<file path="src/rtl/xaui_code_pkg.sv">
package xaui_code_pkg;

  // ##############################
  // Lane geometry
  // ##############################

  localparam int lane_count = 4; // Fixed by XAUI.
  localparam int lane_width = 8; // One decoded byte per lane per clock.
  localparam int bus_width = lane_count * lane_width;

  // ##############################
  // Special code groups
  // ##############################

  localparam logic [7:0] sym_k = 8'hbc; // K28.5 comma.
  localparam logic [7:0] sym_a = 8'h7c; // K28.3, lane alignment.
  localparam logic [7:0] sym_r = 8'h1c; // K28.0, skip.

  // ##############################
  // Synchronization thresholds
  // ##############################

  // Clean commas in a row before a lane is in sync.
  localparam int sync_comma_count = 4;
  // Counted errors that drop sync.
  localparam int sync_error_limit = 4;
  // Good groups in a row that forgive one counted error.
  localparam int sync_good_run = 4;

endpackage

</file>
<file path="src/rtl/pcs_state_pkg.sv">
package pcs_state_pkg;

  // ##############################
  // Per-lane code-group sync
  // ##############################

  typedef enum logic [1:0] {
    loss_of_sync,
    comma_detect,
    sync_acquired
  } sync_state_t;

  // ##############################
  // Lane alignment
  // ##############################

  // Detect states count /A/ columns up from loss of alignment.
  // Acquired states count errors down toward loss of alignment.
  typedef enum logic [2:0] {
    loss_of_alignment,
    align_detect_1,
    align_detect_2,
    align_detect_3,
    align_acquired_1,
    align_acquired_2,
    align_acquired_3,
    align_acquired_4
  } deskew_state_t;

endpackage

</file>
<file path="src/rtl/pcs_sync.sv">
`timescale 1ns/1ps

module pcs_sync (
  input  logic       clk,
  input  logic       reset,
  input  logic [7:0] lane_data,
  input  logic       lane_charisk,
  input  logic       lane_disp_err,
  output logic       lane_sync
);

  localparam int comma_w = $clog2(xaui_code_pkg::sync_comma_count + 1);
  localparam int err_w = $clog2(xaui_code_pkg::sync_error_limit + 1);
  localparam int good_w = $clog2(xaui_code_pkg::sync_good_run + 1);

  pcs_state_pkg::sync_state_t state;

  logic [comma_w-1:0] comma_cnt; // Clean commas seen so far.
  logic [err_w-1:0]   err_cnt;
  logic [good_w-1:0]  good_cnt;  // Good run toward forgiving one error.
  logic               good_comma;

  assign good_comma = lane_charisk && (lane_data == xaui_code_pkg::sym_k) && !lane_disp_err;

  // ##############################
  // Sync state machine
  // ##############################

  always_ff @(posedge clk) begin
    if (reset) begin
      state <= pcs_state_pkg::loss_of_sync;
      comma_cnt <= '0;
      err_cnt <= '0;
      good_cnt <= '0;
    end else begin
      case (state)
        pcs_state_pkg::loss_of_sync: begin
          if (good_comma) begin
            comma_cnt <= comma_w'(1);
            state <= pcs_state_pkg::comma_detect;
          end else begin
            comma_cnt <= '0;
          end
        end

        pcs_state_pkg::comma_detect: begin
          if (!good_comma) begin
            comma_cnt <= '0;
            state <= pcs_state_pkg::loss_of_sync; // Run broken, start over.
          end else if (comma_cnt == comma_w'(xaui_code_pkg::sync_comma_count - 1)) begin
            comma_cnt <= '0;
            err_cnt <= '0;
            good_cnt <= '0;
            state <= pcs_state_pkg::sync_acquired;
          end else begin
            comma_cnt <= comma_cnt + 1'b1;
          end
        end

        pcs_state_pkg::sync_acquired: begin
          if (lane_disp_err) begin
            good_cnt <= '0;
            if (err_cnt == err_w'(xaui_code_pkg::sync_error_limit - 1)) begin
              err_cnt <= '0;
              state <= pcs_state_pkg::loss_of_sync;
            end else begin
              err_cnt <= err_cnt + 1'b1;
            end
          end else if (err_cnt != '0) begin
            // A full good run pays back one error.
            if (good_cnt == good_w'(xaui_code_pkg::sync_good_run - 1)) begin
              good_cnt <= '0;
              err_cnt <= err_cnt - 1'b1;
            end else begin
              good_cnt <= good_cnt + 1'b1;
            end
          end
        end

        default: begin
          state <= pcs_state_pkg::loss_of_sync;
        end
      endcase
    end
  end

  assign lane_sync = (state == pcs_state_pkg::sync_acquired);

endmodule

</file>
<file path="src/rtl/lane_aligner.sv">
`timescale 1ns/1ps

module lane_aligner #(
  parameter int max_skew = 6
) (
  input  logic                               clk,
  input  logic                               reset,
  input  logic [xaui_code_pkg::bus_width-1:0]  rx_data,
  input  logic [xaui_code_pkg::lane_count-1:0] rx_charisk,
  input  logic [xaui_code_pkg::lane_count-1:0] rx_disp_err,
  input  logic                               enable_deskew,
  output logic [xaui_code_pkg::bus_width-1:0]  aligned_data,
  output logic [xaui_code_pkg::lane_count-1:0] aligned_charisk,
  output logic [xaui_code_pkg::lane_count-1:0] aligned_disp_err
);

  localparam int lanes = xaui_code_pkg::lane_count;
  localparam int lw = xaui_code_pkg::lane_width;
  localparam int depth = max_skew + 1;
  localparam int ptr_w = $clog2(depth);

  // Entries are {disp_err, charisk, data}.
  logic [lw+1:0]    mem [lanes][depth];
  logic [lw+1:0]    entry_in [lanes];
  logic [lw+1:0]    head [lanes];
  logic [ptr_w-1:0] wr_ptr; // Shared, all lanes write together.
  logic [ptr_w-1:0] rd_ptr [lanes];
  logic [ptr_w-1:0] fill [lanes];
  logic [ptr_w-1:0] hold_cnt [lanes];
  logic [lanes-1:0] head_is_a;
  logic [lanes-1:0] hold;
  logic [lanes-1:0] discard;
  logic [lanes-1:0] not_empty;
  logic             all_a;
  logic             drain;

  function automatic logic [ptr_w-1:0] ptr_next(input logic [ptr_w-1:0] p);
    if (p == ptr_w'(depth - 1)) begin
      return '0;
    end
    return p + 1'b1;
  endfunction

  // ##############################
  // Head selection and hold rule
  // ##############################

  always_comb begin
    for (int l = 0; l < lanes; l++) begin
      entry_in[l] = {rx_disp_err[l], rx_charisk[l], rx_data[l*lw +: lw]};
      fill[l] = wr_ptr - rd_ptr[l];
      if (wr_ptr < rd_ptr[l]) begin
        fill[l] = fill[l] + ptr_w'(depth); // Wrap for odd depths.
      end
      not_empty[l] = (fill[l] != '0);
      head[l] = not_empty[l] ? mem[l][rd_ptr[l]] : entry_in[l]; // Bypass when empty.
      head_is_a[l] = head[l][lw] && (head[l][lw-1:0] == xaui_code_pkg::sym_a);
    end
    all_a = &head_is_a;
    for (int l = 0; l < lanes; l++) begin
      // A lane waits on its /A/ until the others catch up, within limits.
      hold[l] = enable_deskew && head_is_a[l] && !all_a &&
                (hold_cnt[l] < ptr_w'(max_skew)) && (fill[l] < ptr_w'(max_skew));
      discard[l] = enable_deskew && head_is_a[l] && !all_a && !hold[l];
    end
    // Common excess depth is shed by skipping one write on every lane.
    drain = enable_deskew && (&not_empty) && (hold == '0);
  end

  // ##############################
  // Storage and pointers
  // ##############################

  always_ff @(posedge clk) begin
    if (!drain) begin
      for (int l = 0; l < lanes; l++) begin
        mem[l][wr_ptr] <= entry_in[l];
      end
    end
  end

  always_ff @(posedge clk) begin
    if (reset) begin
      wr_ptr <= '0;
      for (int l = 0; l < lanes; l++) begin
        rd_ptr[l] <= '0;
        hold_cnt[l] <= '0;
      end
      aligned_data <= '0;
      aligned_charisk <= '0;
      aligned_disp_err <= '0;
    end else begin
      if (!drain) begin
        wr_ptr <= ptr_next(wr_ptr);
      end
      for (int l = 0; l < lanes; l++) begin
        if (hold[l]) begin
          hold_cnt[l] <= hold_cnt[l] + 1'b1;
        end else begin
          hold_cnt[l] <= '0;
          rd_ptr[l] <= ptr_next(rd_ptr[l]);
          if (!discard[l]) begin
            aligned_data[l*lw +: lw] <= head[l][lw-1:0];
            aligned_charisk[l] <= head[l][lw];
            aligned_disp_err[l] <= head[l][lw+1];
          end
        end
      end
    end
  end

endmodule

</file>
<file path="src/rtl/pcs_deskew.sv">
`timescale 1ns/1ps

module pcs_deskew (
  input  logic                               clk,
  input  logic                               reset,
  input  logic [xaui_code_pkg::bus_width-1:0]  aligned_data,
  input  logic [xaui_code_pkg::lane_count-1:0] aligned_charisk,
  input  logic [xaui_code_pkg::lane_count-1:0] aligned_disp_err,
  input  logic [xaui_code_pkg::lane_count-1:0] sync_status,
  output logic                               enable_deskew,
  output logic                               align_status
);

  localparam int lanes = xaui_code_pkg::lane_count;
  localparam int lw = xaui_code_pkg::lane_width;

  pcs_state_pkg::deskew_state_t state;
  pcs_state_pkg::deskew_state_t next_state;

  logic [lanes-1:0] lane_a; // Lanes carrying /A/ this cycle.
  logic             got_align;
  logic             align_error;

  always_comb begin
    for (int l = 0; l < lanes; l++) begin
      lane_a[l] = aligned_charisk[l] && (aligned_data[l*lw +: lw] == xaui_code_pkg::sym_a);
    end
  end

  assign got_align = &lane_a;
  assign align_error = (|aligned_disp_err) || ((|lane_a) && !(&lane_a)); // Partial column.

  // ##############################
  // Alignment state machine
  // ##############################

  always_comb begin
    next_state = state;
    case (state)
      pcs_state_pkg::loss_of_alignment: begin
        if (got_align) begin
          next_state = pcs_state_pkg::align_detect_1;
        end
      end
      pcs_state_pkg::align_detect_1: begin
        if (got_align) begin
          next_state = pcs_state_pkg::align_detect_2;
        end else if (align_error) begin
          next_state = pcs_state_pkg::loss_of_alignment;
        end
      end
      pcs_state_pkg::align_detect_2: begin
        if (got_align) begin
          next_state = pcs_state_pkg::align_detect_3;
        end else if (align_error) begin
          next_state = pcs_state_pkg::loss_of_alignment;
        end
      end
      pcs_state_pkg::align_detect_3: begin
        if (got_align) begin
          next_state = pcs_state_pkg::align_acquired_1;
        end else if (align_error) begin
          next_state = pcs_state_pkg::loss_of_alignment;
        end
      end
      pcs_state_pkg::align_acquired_1: begin
        if (align_error) begin
          next_state = pcs_state_pkg::align_acquired_2;
        end
      end
      pcs_state_pkg::align_acquired_2: begin
        if (align_error) begin
          next_state = pcs_state_pkg::align_acquired_3;
        end else if (got_align) begin
          next_state = pcs_state_pkg::align_acquired_1;
        end
      end
      pcs_state_pkg::align_acquired_3: begin
        if (align_error) begin
          next_state = pcs_state_pkg::align_acquired_4;
        end else if (got_align) begin
          next_state = pcs_state_pkg::align_acquired_2;
        end
      end
      pcs_state_pkg::align_acquired_4: begin
        if (align_error) begin
          next_state = pcs_state_pkg::loss_of_alignment; // Fourth strike.
        end else if (got_align) begin
          next_state = pcs_state_pkg::align_acquired_3;
        end
      end
      default: begin
        next_state = pcs_state_pkg::loss_of_alignment;
      end
    endcase
  end

  always_ff @(posedge clk) begin
    if (reset || (sync_status != '1)) begin
      state <= pcs_state_pkg::loss_of_alignment; // Any lane out of sync restarts.
    end else begin
      state <= next_state;
    end
  end

  assign enable_deskew = (state == pcs_state_pkg::loss_of_alignment);
  assign align_status = (state == pcs_state_pkg::align_acquired_1) ||
                        (state == pcs_state_pkg::align_acquired_2) ||
                        (state == pcs_state_pkg::align_acquired_3) ||
                        (state == pcs_state_pkg::align_acquired_4);

endmodule

</file>
<file path="src/rtl/xaui_rx_pcs.sv">
`timescale 1ns/1ps

module xaui_rx_pcs #(
  parameter int max_skew = 6
) (
  input  logic                               clk,
  input  logic                               reset,
  input  logic [xaui_code_pkg::bus_width-1:0]  rx_data,
  input  logic [xaui_code_pkg::lane_count-1:0] rx_charisk,
  input  logic [xaui_code_pkg::lane_count-1:0] rx_disp_err,
  output logic [xaui_code_pkg::bus_width-1:0]  out_data,
  output logic [xaui_code_pkg::lane_count-1:0] out_charisk,
  output logic [xaui_code_pkg::lane_count-1:0] sync_status,
  output logic                               enable_deskew,
  output logic                               align_status
);

  localparam int lw = xaui_code_pkg::lane_width;

  logic [xaui_code_pkg::lane_count-1:0] aligned_disp_err;

  // ##############################
  // Per-lane code-group sync
  // ##############################

  for (genvar l = 0; l < xaui_code_pkg::lane_count; l++) begin : g_sync
    pcs_sync u_sync (
      .clk           (clk),
      .reset         (reset),
      .lane_data     (rx_data[l*lw +: lw]),
      .lane_charisk  (rx_charisk[l]),
      .lane_disp_err (rx_disp_err[l]),
      .lane_sync     (sync_status[l])
    );
  end

  // ##############################
  // Skew removal
  // ##############################

  // Aligned stream feeds both the outputs and the alignment machine.
  lane_aligner #(
    .max_skew (max_skew)
  ) u_aligner (
    .clk              (clk),
    .reset            (reset),
    .rx_data          (rx_data),
    .rx_charisk       (rx_charisk),
    .rx_disp_err      (rx_disp_err),
    .enable_deskew    (enable_deskew),
    .aligned_data     (out_data),
    .aligned_charisk  (out_charisk),
    .aligned_disp_err (aligned_disp_err)
  );

  pcs_deskew u_deskew (
    .clk              (clk),
    .reset            (reset),
    .aligned_data     (out_data),
    .aligned_charisk  (out_charisk),
    .aligned_disp_err (aligned_disp_err),
    .sync_status      (sync_status),
    .enable_deskew    (enable_deskew),
    .align_status     (align_status)
  );

endmodule

</file>
<file path="config.mk">
export PLATFORM = sky130hd
export DESIGN_NAME = xaui_rx_pcs
export DESIGN_NICKNAME = d
export VERILOG_FILES = /design/src/rtl/xaui_code_pkg.sv /design/src/rtl/pcs_state_pkg.sv /design/src/rtl/pcs_sync.sv /design/src/rtl/lane_aligner.sv /design/src/rtl/pcs_deskew.sv /design/src/rtl/xaui_rx_pcs.sv
export SDC_FILE = /design/constraint.sdc
export NUM_CORES = 1
export LEC_CHECK = 0
export BUFFER_PORTS_ARGS = -buffer_cell sky130_fd_sc_hd__buf_4
export CAP_MARGIN = 20
export CORE_MARGIN = 5
export CORE_UTILIZATION = 40
export DETAILED_ROUTE_END_ITERATION = 8
export PLACE_DENSITY = 0.66
export SYNTH_ARGS = -nofsm -noshare
export SYNTH_HDL_FRONTEND = slang
export SYNTH_SLANG_ARGS = --single-unit
</file>
<file path="constraint.sdc">
create_clock -name clk -period 7.86 [get_ports clk]
set_input_delay 1.179 -clock clk [delete_from_list [all_inputs] [get_ports clk]]
set_output_delay 1.179 -clock clk [all_outputs]
set_load 0.01 [all_outputs]
</file>
==> results of run 1 <==
-- state kept, by name, indices dropped and copies added (netlist names), 4 cells and up --
name	count
u_aligner.aligned_data	32
u_aligner.hold_cnt	12
u_aligner.aligned_disp_err	4
u_aligner.mem	280
g_sync.u_sync.good_cnt	12
u_aligner.rd_ptr	12
g_sync.u_sync.err_cnt	12
u_aligner.aligned_charisk	4
g_sync.u_sync.state	8
g_sync.u_sync.comma_cnt	12
-- per-layer routing --
metal  up-vias  track usage [%]
li1       5261                -
met1      5459             24.4
met2       362             27.2
met3        65             3.90
met4         0             4.69
met5         -                0
-- cells by family after synthesis --
group | synth area share [%]
buffers and inverters | 2.84
adder cells (fa/ha/maj) | 3.89
other | 0.0214
multiplexers | 8.68
AND/OR/NAND/NOR | 9.97
AO/OA/AOI/OAI | 10.8
flip-flops | 62.4
XOR/XNOR | 1.38
-- final cells by class --
type                       instances  area [sq um]  share of cell area, %
sequential                       394         10900                   54.0
multi-input combinational        832          6160                   30.4
clock buffer                      56          1190                   5.86
timing repair buffer             105           788                   3.89
tap                              585           732                   3.62
clock inverter                    24           246                   1.22
inverter                          53           199                  0.983
-- synth_stat cells, types with 11 or more instances --
cell type  instances
edfxtp_1         304
mux2i_1          118
nor2_1           108
dfxtp_1           90
nand2_1           84
a21oi_1           50
inv_1             50
ha_1              48
o21ai_0           40
nor3_1            36
clkbuf_1          30
nor2b_1           24
a221oi_1          20
a22oi_1           18
nand3_1           17
nand2b_1          14
a22o_1            13
mux2_2            13
o211a_1           12
and3_1            11
-- cell usage in the layout (no fill, tap or decap), types with 7 or more instances in the layout --
cell       count
xnor2_1       10
ha_1          48
mux2_2        13
a221oi_1      20
xor2_1         7
o211a_1       12
clkbuf_16     44
a22o_1        13
mux2i_1      117
clkinv_2       8
inv_1         50
nor3b_1        7
nor4b_1        8
nand2b_1      14
clkinv_1       7
a21oi_1       50
a221o_1        9
edfxtp_1     304
dfxtp_1       90
nor3_1        31
buf_4        105
nand3_1       17
clkbuf_1       8
o21ai_0       40
conb_1        12
nand2_1       84
a21o_1         7
a22oi_1       18
nor2b_1       24
nor2_1       106
mux4_2         8
and3_1        11
o2bb2ai_1     10
-- power breakdown --
part | leakage, nW | internal, mW | switching [mW] | total [mW]
Clock | 0.691 | 1.20 | 0.824 | 2.03
Sequential | 3.55 | 2.76 | 0.181 | 2.94
Combinational | 3.18 | 0.762 | 1.29 | 2.06
-- worst min-delay path by stage --
stage / to / cells after the start
after floorplan: u_aligner.aligned_disp_err[0] / 2
after global placement: g_sync[0].u_sync.comma_cnt[2] / 1
after detailed placement: g_sync[0].u_sync.comma_cnt[2] / 1
after CTS: g_sync[0].u_sync.comma_cnt[2] / 1
after global routing: g_sync[2].u_sync.comma_cnt[2] / 1
final: g_sync[0].u_sync.comma_cnt[2] / 1
==> impl_metrics.yaml, run 1 <==
setup_path:
  critPathMostFrequentCell: "buf_4"
  start_kind: "register"
  path_buf_inv: 3
  regToRegStartpoint: "u_aligner.rd_ptr[0][1]"
  critPathCapture: "u_aligner.mem[3][9]"
  cp_slowest_cell: "edfxtp_1"
  critical_path.max_stage_delay_ps: 950
  critPathLaunch: "u_aligner.rd_ptr[0][1]"
  rr_worst_depth: 13
  rrSetupSlack_ps: 2340
  end_kind: "register"
  path_cells: "buf_4 -> inv_1 -> ha_1 -> nor2b_1 -> o21ai_0 -> nor4b_1 -> a21o_1 -> a32oi_1 -> o311ai_4 -> o211ai_2 -> o21ai_1 -> nor2_4 -> buf_4"
  cp.depth: 13
  r2r_end: "u_aligner.mem[3][9]"
  required_ps: 8150
  arrival_ps: 5820
  crit_family: "compound AO/OA/AOI/OAI gates"
  critPathKind: "reg2reg"
  critPathMaxFanout: 22
detailed_routing:
  drt_iter0_drc: 1060
  top_layer: "met4"
  dr_wl_met3_um: 2840
  wl_met1_um: 18500
  drc: 0
  vias_per_cell: 5.44
  first_pass_iters: 6
  wl_per_cell_um: 20.4
  dr_total_vias: 11100
  route.met2.wl_um: 19300
  routed_wl_um: 41700
  ant_nets: 0
synth:
  synth_top_area_share_pct: 52.2
  ys_ff_latch: 394
  synthCells: 1325
  syn_area_per_cell_sq_um: 13.2
  ys_warn_count: 0
  synth_edf_count: 304
  syn-cell-area_sq_um: 17500
  synth_top_area_cell: "edfxtp_1"
  synth.distinct_cells: 81
  synth_top_flop_cell: "edfxtp_1"
  synthTopCellsByArea: "edfxtp_1 52%, dfxtp_1 10%, mux2i_1 6.7%, ha_1 3.4%, nor2_1 2.3%"
  async_flop_share_pct: 0
  ys_seq_area_share_pct: 62.4
job:
  drv_cap: 0
timing:
  max_slew.worst_pin.slew_ps: 1020
  report.final.slew_viol_count: 0
  setup_viol: 0
  post-route-period-util_pct: 70.2
  slew_headroom_pct: 30.7
  final_hold_viol_count: 0
  setup_tns_ps: 0
  period_minus_slack_ps: 5520
  fin_ws_ps: 2340
  rsz0062_at_grt: "no"
  holdWs_ps: 446
  clock.fmax_ghz: 0.181
  skew_ps: 28.3
layout:
  final_layout_size_suffix_gt1_share_pct: 14.9
  final_cell_area_sq_um: 20200
  nNetsFinal: 1523
  area_growth_pct: 15.7
  n_antenna_cell: 0
  stdcell_count: 2049
  n_fill_cell: 3863
  postLayoutCoreUtil_pct: 46.9
min_path:
  hp-start: "g_sync[0].u_sync.comma_cnt[2]"
  min-delay-path-class: "reg2reg"
pwr:
  powerDensity_nw_per_um2: 347
  finalPower_mw: 7.02
  power_leakage_nw: 7.43
  vdd_drop_max_mv: 0.273
clock_network:
  post_cts_buffers: 0
  cts_buffers: 43
  clock_sinks: 394
  cts_tree: "yes"
  cts.htree.levels: 2
  cts_resized: 0
  clock-root-buffer: "clkbuf_16"
  clk_pin_slew_ps: 60
  clk_latency_ps: 570
  hold_buffers: 0
  clock_path_buffers: 3
placement:
  pre_cts_ws_ps: 2330
  io_buffers: 83
  hpwl_um: 28400
  dp.cells: 1969
  gp_congestion: 0.901
  placed_cell_area_sq_um: 18800
floorplan:
  start_util_pct: 40.5
  num_io_pins: 84
  fp.dieH_um: 219
  die_area_sq_um: 48000
  die_w_um: 219
  row_count: 76
  core_area_sq_um: 43200
global_routing:
  grt_pass1_wl_um: 64600
  antenna_found_initial: 0
  grtUsageTotal_pct: 17.3
  overflow: 0
  grt_max_degree: 42
  grt_pass1_vias: 10900
status:
  status: "completed"
Note: power is estimated with default switching activity, not from simulation.
==> run 2: changes to the inputs <==
--- a/config.mk
+++ b/config.mk
@@ -10,7 +10,7 @@
 export CORE_MARGIN = 5
 export CORE_UTILIZATION = 40
 export DETAILED_ROUTE_END_ITERATION = 8
-export PLACE_DENSITY = 0.66
+export PLACE_DENSITY = 0.68
 export SYNTH_ARGS = -nofsm -noshare
 export SYNTH_HDL_FRONTEND = slang
 export SYNTH_SLANG_ARGS = --single-unit
==> constraint.sdc (replaced) <==
create_clock -name clk -period 5 [get_ports clk]
set_input_delay 0.75 -clock clk [delete_from_list [all_inputs] [get_ports clk]]
set_output_delay 0.75 -clock clk [all_outputs]
set_load 0.01 [all_outputs]
==> impl_metrics.yaml, run 2 (same netlist as run 1, synthesis figures left out) <==
clock_network:
  clk_latency_ps: 560
  cts.htree.levels: 2
  clock_path_buffers: 3
  clock-root-buffer: "clkbuf_16"
  clock_sinks: 394
  cts_tree: "yes"
  clk_pin_slew_ps: 60
  cts_buffers: 42
placement:
  io_buffers: 83
  hpwl_um: 28700
  gp_congestion: 0.892
  dp.cells: 1990
timing:
  report.final.slew_viol_count: 0
  rsz0062_at_grt: "no"
  max_slew.worst_pin.slew_ps: 1120
  skew_ps: 16.4
  period_minus_slack_ps: 4850
  post-route-period-util_pct: 97.1
  clock.fmax_ghz: 0.206
  final_hold_viol_count: 0
  setup_tns_ps: 0
  slew_headroom_pct: 24.4
  setup_viol: 0
floorplan:
  core_area_sq_um: 43200
  die_w_um: 219
  fp.dieH_um: 219
  start_util_pct: 40.5
  row_count: 76
  die_area_sq_um: 48000
  num_io_pins: 84
detailed_routing:
  first_pass_iters: 6
  routed_wl_um: 41800
  drt_iter0_drc: 1018
  dr_total_vias: 11300
  ant_nets: 0
  wl_per_cell_um: 20.2
  vias_per_cell: 5.47
  drc: 0
global_routing:
  antenna_found_initial: 0
  grt_max_degree: 80
  grt_pass1_wl_um: 64800
  grt_pass1_vias: 11400
  overflow: 0
  grtUsageTotal_pct: 17.2
layout:
  mostFrequentLayoutCells: "304 x edfxtp_1, 122 x buf_4, 117 x mux2i_1"
  nNetsFinal: 1543
  final_layout_size_suffix_gt1_share_pct: 15.6
  top_register: "u_aligner.mem"
  n_antenna_cell: 0
  largest_register_ffs: 280
  reg_top3: "u_aligner.mem x280, u_aligner.aligned_data x32"
  stdcell_count: 2068
  area_growth_pct: 16.5
  n_fill_cell: 3777
  final_common_cell: "edfxtp_1"
status:
  status: "completed"
setup_path:
  crit_family: "compound AO/OA/AOI/OAI gates"
  cp_slowest_cell: "dfxtp_1"
  arrival_ps: 5130
  start_kind: "register"
  path_cells: "inv_1 -> ha_1 -> fa_1 -> ha_1 -> xor3_1 -> nand2_1 -> nor4b_1 -> a21o_1 -> a32oi_2 -> o311ai_1 -> o211ai_2 -> o21ai_1 -> buf_4 -> nor3_4 -> buf_4"
  end_kind: "register"
  required_ps: 5270
  critPathKind: "reg2reg"
  critPathMaxFanout: 20
  path_buf_inv: 3
  critical_path.max_stage_delay_ps: 510
pwr:
  power_leakage_nw: 7.51
  vdd_drop_max_mv: 0.416
  powerDensity_nw_per_um2: 537
job:
  drv_cap: 0
min_path:
  min-delay-path-class: "reg2reg"
==> run 2: cell count changes in the layout (fill, tap and decap cells not counted), sizes merged <==
| cell | change |
|---|---|
| buf | +21 |
| bufinv | -1 |
| clkbuf | +8 |
| clkinv | -7 |
| clkinvlp | -4 |
| inv | +2 |
==> run 2: path summary, 6_finish.rpt <==
path	startpoint	end	slack, ps	depth (start not counted)
min reg2reg	g_sync[0].u_sync.comma_cnt[2]	g_sync[0].u_sync.comma_cnt[2]	450	1
min	g_sync[0].u_sync.comma_cnt[2]	g_sync[0].u_sync.comma_cnt[2]	450	1
max	u_aligner.wr_ptr[0]	u_aligner.mem[2][51]	150	15
max reg2reg	u_aligner.wr_ptr[0]	u_aligner.mem[2][51]	150	15
==> run 2: metrics by stage <==
| stage | hold slack [ps] | setup slack, ps | utilization, % | area (sq um) | power [mW] |
|---|---|---|---|---|---|
| final | 448 | 146 | 47.2 | 20400 | 11.0 |
| after global routing | 424 | 17.5 | 47.2 | 20400 | 11.5 |
| after CTS | 417 | 124 | 47.2 | 20400 | 11.0 |
| after detailed placement | 443 | 186 | 44.1 | 19000 | 7.98 |
| after global placement | 434 | 416 | 44.1 | 19000 | 7.89 |
| after floorplan | 426 | -430 | - | 17600 | 6.74 |
==> run 2: timing repair <==
action | 4_1_cts | 5_1_grt
setup endpoints to repair | 0 | 240
resized for setup | 0 | 3
hold buffers | 0 | 0
setup buffers | 0 | 0
==> run 2: layout make-up <==
| type | count | area (sq um) | share of cell area (%) |
|---|---|---|---|
| timing repair buffer | 126 | 981 | 4.81 |
| inverter | 53 | 199 | 0.976 |
| sequential | 394 | 10900 | 53.6 |
| tap | 585 | 732 | 3.59 |
| clock buffer | 64 | 1170 | 5.76 |
| clock inverter | 14 | 165 | 0.810 |
| multi-input combinational | 832 | 6210 | 30.5 |
==> run 2: per-layer routing <==
metal / up-vias / track usage [%] / routed length, um
met5: - / 0 / 0
met4: 0 / 4.19 / 835
li1: 5305 / - / -
met3: 60 / 3.57 / 3050
met2: 368 / 28.3 / 19800
met1: 5581 / 23.5 / 18100
==> run 2: power breakdown <==
group / leakage [nW] / switching (mW) / internal, mW
Combinational: 3.31 / 2.07 / 1.28
Clock: 0.651 / 1.24 / 1.79
Sequential: 3.55 / 0.239 / 4.33
Total: 7.51 / 3.55 / 7.40
==> run 3: changes to the inputs <==
--- a/config.mk
+++ b/config.mk
@@ -13,4 +13,5 @@
 export PLACE_DENSITY = 0.68
 export SYNTH_ARGS = -nofsm -noshare
 export SYNTH_HDL_FRONTEND = slang
+export SYNTH_HIERARCHICAL = 1
 export SYNTH_SLANG_ARGS = --single-unit
==> impl_metrics.yaml, run 3 <==
floorplan:
  num_io_pins: 84
  core_area_sq_um: 45400
  die_area_sq_um: 50300
  row_count: 78
  start_util_pct: 40.5
  fp.dieH_um: 224
  die_w_um: 224
layout:
  final_cell_area_sq_um: 21300
  nNetsFinal: 1622
  final_layout_size_suffix_gt1_share_pct: 16.9
  reg_top3: "u_aligner/mem x280, u_aligner/aligned_data x32"
  final_common_cell: "edfxtp_1"
  n_antenna_cell: 0
  area_growth_pct: 15.8
  mostFrequentLayoutCells: "304 x edfxtp_1, 117 x buf_4, 115 x mux2i_1"
  largest_register_ffs: 280
  top_register: "u_aligner/mem"
clock_network:
  cts_tree: "yes"
  clk_pin_slew_ps: 60
  cts.htree.levels: 2
  cts_buffers: 40
  clock-root-buffer: "clkbuf_16"
  clk_latency_ps: 540
  clock_path_buffers: 3
  clock_sinks: 394
  hold_buffers: 0
detailed_routing:
  drc: 0
  ant_nets: 0
  dr_total_vias: 12000
  first_pass_iters: 7
  vias_per_cell: 5.58
  wl_per_cell_um: 20.4
  drt_iter0_drc: 849
  routed_wl_um: 43900
timing:
  final_hold_viol_count: 0
  setup_viol: 0
  report.final.slew_viol_count: 0
  slew_headroom_pct: 51.0
  setup_tns_ps: 0
  clock.fmax_ghz: 0.212
  post-route-period-util_pct: 94.3
  period_minus_slack_ps: 4710
  skew_ps: 14.4
  max_slew.worst_pin.slew_ps: 729
  rsz0062_at_grt: "no"
synth:
  ys_seq_area_share_pct: 59.5
  async_flop_share_pct: 0
  synth_top_area_cell: "edfxtp_1"
  synthTopCellsByCount: "304 x edfxtp_1, 115 x mux2i_1, 90 x dfxtp_1, 85 x nor2_1, 62 x nand2_1"
  synthTopCellsByArea: "edfxtp_1 50%, dfxtp_1 9.8%, mux2i_1 6.3%, ha_1 4.1%, nor2_1 1.7%"
  synth.distinct_cells: 92
  ys_ff_latch: 394
  syn-cell-area_sq_um: 18400
  syn_area_per_cell_sq_um: 13.2
  synth_edf_count: 304
  synth.most_common_cell: "edfxtp_1"
  synth_top_area_share_pct: 49.7
  synthCells: 1396
  synth_top_flop_cell: "edfxtp_1"
  ys_warn_count: 6
placement:
  placed_cell_area_sq_um: 19900
  hpwl_um: 30600
  gp_congestion: 0.895
  io_buffers: 83
pwr:
  powerDensity_nw_per_um2: 534
  vdd_drop_max_mv: 0.396
  finalPower_mw: 11.4
  power_leakage_nw: 7.52
global_routing:
  grt_max_degree: 51
  antenna_found_initial: 0
  overflow: 0
  grt_pass1_vias: 11900
  grtUsageTotal_pct: 16.9
  grt_pass1_wl_um: 67700
min_path:
  holdPathEnd: "u_aligner/aligned_disp_err[3]"
  holdPathStages: 2
  min-delay-path-class: "reg2reg"
  hp-start: "u_aligner/aligned_disp_err[3]"
setup_path:
  arrival_ps: 4910
  critical_path.max_stage_delay_ps: 520
  critPathKind: "reg2reg"
  start_kind: "register"
  rr_worst_depth: 15
  end_kind: "register"
  r2r_end: "u_aligner/mem[1][67]"
  critPathMaxFanout: 20
  critPathMostFrequentCell: "buf_4"
  required_ps: 5200
  regToRegStartpoint: "u_aligner/wr_ptr[0]"
  path_cells: "clkinvlp_4 -> buf_4 -> ha_4 -> fa_1 -> ha_2 -> xor3_1 -> nand2_1 -> or4_4 -> nor4bb_1 -> a41o_1 -> a311oi_4 -> a22oi_2 -> a21oi_4 -> nor3b_4 -> buf_4"
  rrSetupSlack_ps: 290
  cp_slowest_cell: "a311oi_4"
job:
  drv_cap: 0
status:
  status: "completed"
run 3: changes by cell type after synthesis, moves of 11 or more:
cell,previous run,this run
nand4b_1,2,16
o211a_1,12,0
nand2_1,84,62
ha_1,48,60
and2_1,2,17
a211oi_1,4,27
nor2_1,108,85
a22o_1,13,24
nand2b_1,14,25
run 3: worst max-delay path by stage:
| stage | slack [ps] | endpoint | from | depth (start not counted) |
|---|---|---|---|---|
| after floorplan | -120 | u_aligner/mem[0][50] | u_aligner/wr_ptr[0] | 16 |
| after global placement | 390 | u_aligner/mem[3][54] | u_aligner/wr_ptr[0] | 14 |
| after detailed placement | 230 | u_aligner/mem[3][54] | u_aligner/wr_ptr[0] | 15 |
| after CTS | 190 | u_aligner/mem[1][50] | u_aligner/wr_ptr[0] | 15 |
| after global routing | 130 | u_aligner/mem[1][67] | u_aligner/wr_ptr[0] | 15 |
| final | 290 | u_aligner/mem[1][67] | u_aligner/wr_ptr[0] | 15 |
run 3: metrics by stage:
step                worst slack [ps]  utilization, %  std cells  hold slack [ps]
detailed placement               232            43.8       2071              453
floorplan                       -124               -       1407              426
global route                     131            46.9       2148              465
CTS                              191            46.8       2145              448
finish                           285            46.9       2148              464
global placement                 394            43.8       2071              445
run 3: kinds of logic after synthesis:
family	synth area share (%)
fa+ha+maj	4.52
simple gates	11.8
compound gates	11.7
other cells	0.0204
xor+xnor	1.19
buf+inv	2.93
mux	8.41
flops	59.5
run 3: final cells by class:
| class | instances | area [sq um] |
|---|---|---|
| fillers | 4008 | 24100 |
| repair buffers | 120 | 921 |
| clock inverters | 12 | 151 |
| clock buffers | 62 | 1220 |
| inverters | 61 | 233 |
| well taps | 600 | 751 |
| multi-input cells | 899 | 7070 |
| flip-flops and latches | 394 | 10900 |
run 3: timing repair:
item / 4_1_cts / 5_1_grt
endpoints found under the hold margin: 0 / 0
gates resized for setup: 0 / 2
endpoints found under the setup margin: 0 / 76
buffers inserted: 0 / 3
run 3: report_power, final:
group / total, mW / switching (mW) / internal [mW]
Combinational: 3.71 / 2.23 / 1.48
Clock: 3.05 / 1.21 / 1.84
Sequential: 4.61 / 0.270 / 4.34
run 3: per-layer routing:
metal	up-vias	global-route usage, %	routed length [um]
met5	-	0	0
met4	0	5.30	1220
met3	81	3.15	2670
met2	363	27.2	20500
met1	5912	23.3	19600
li1	5638	-	-
run 3: critical path, delay by kind of cell (launching register included):
kind | cells | cell delay, ps
xor+xnor | 1 | 230
flops | 1 | 380
compound gates | 4 | 1320
fa+ha+maj | 3 | 850
simple gates | 4 | 880
buf+inv | 3 | 720
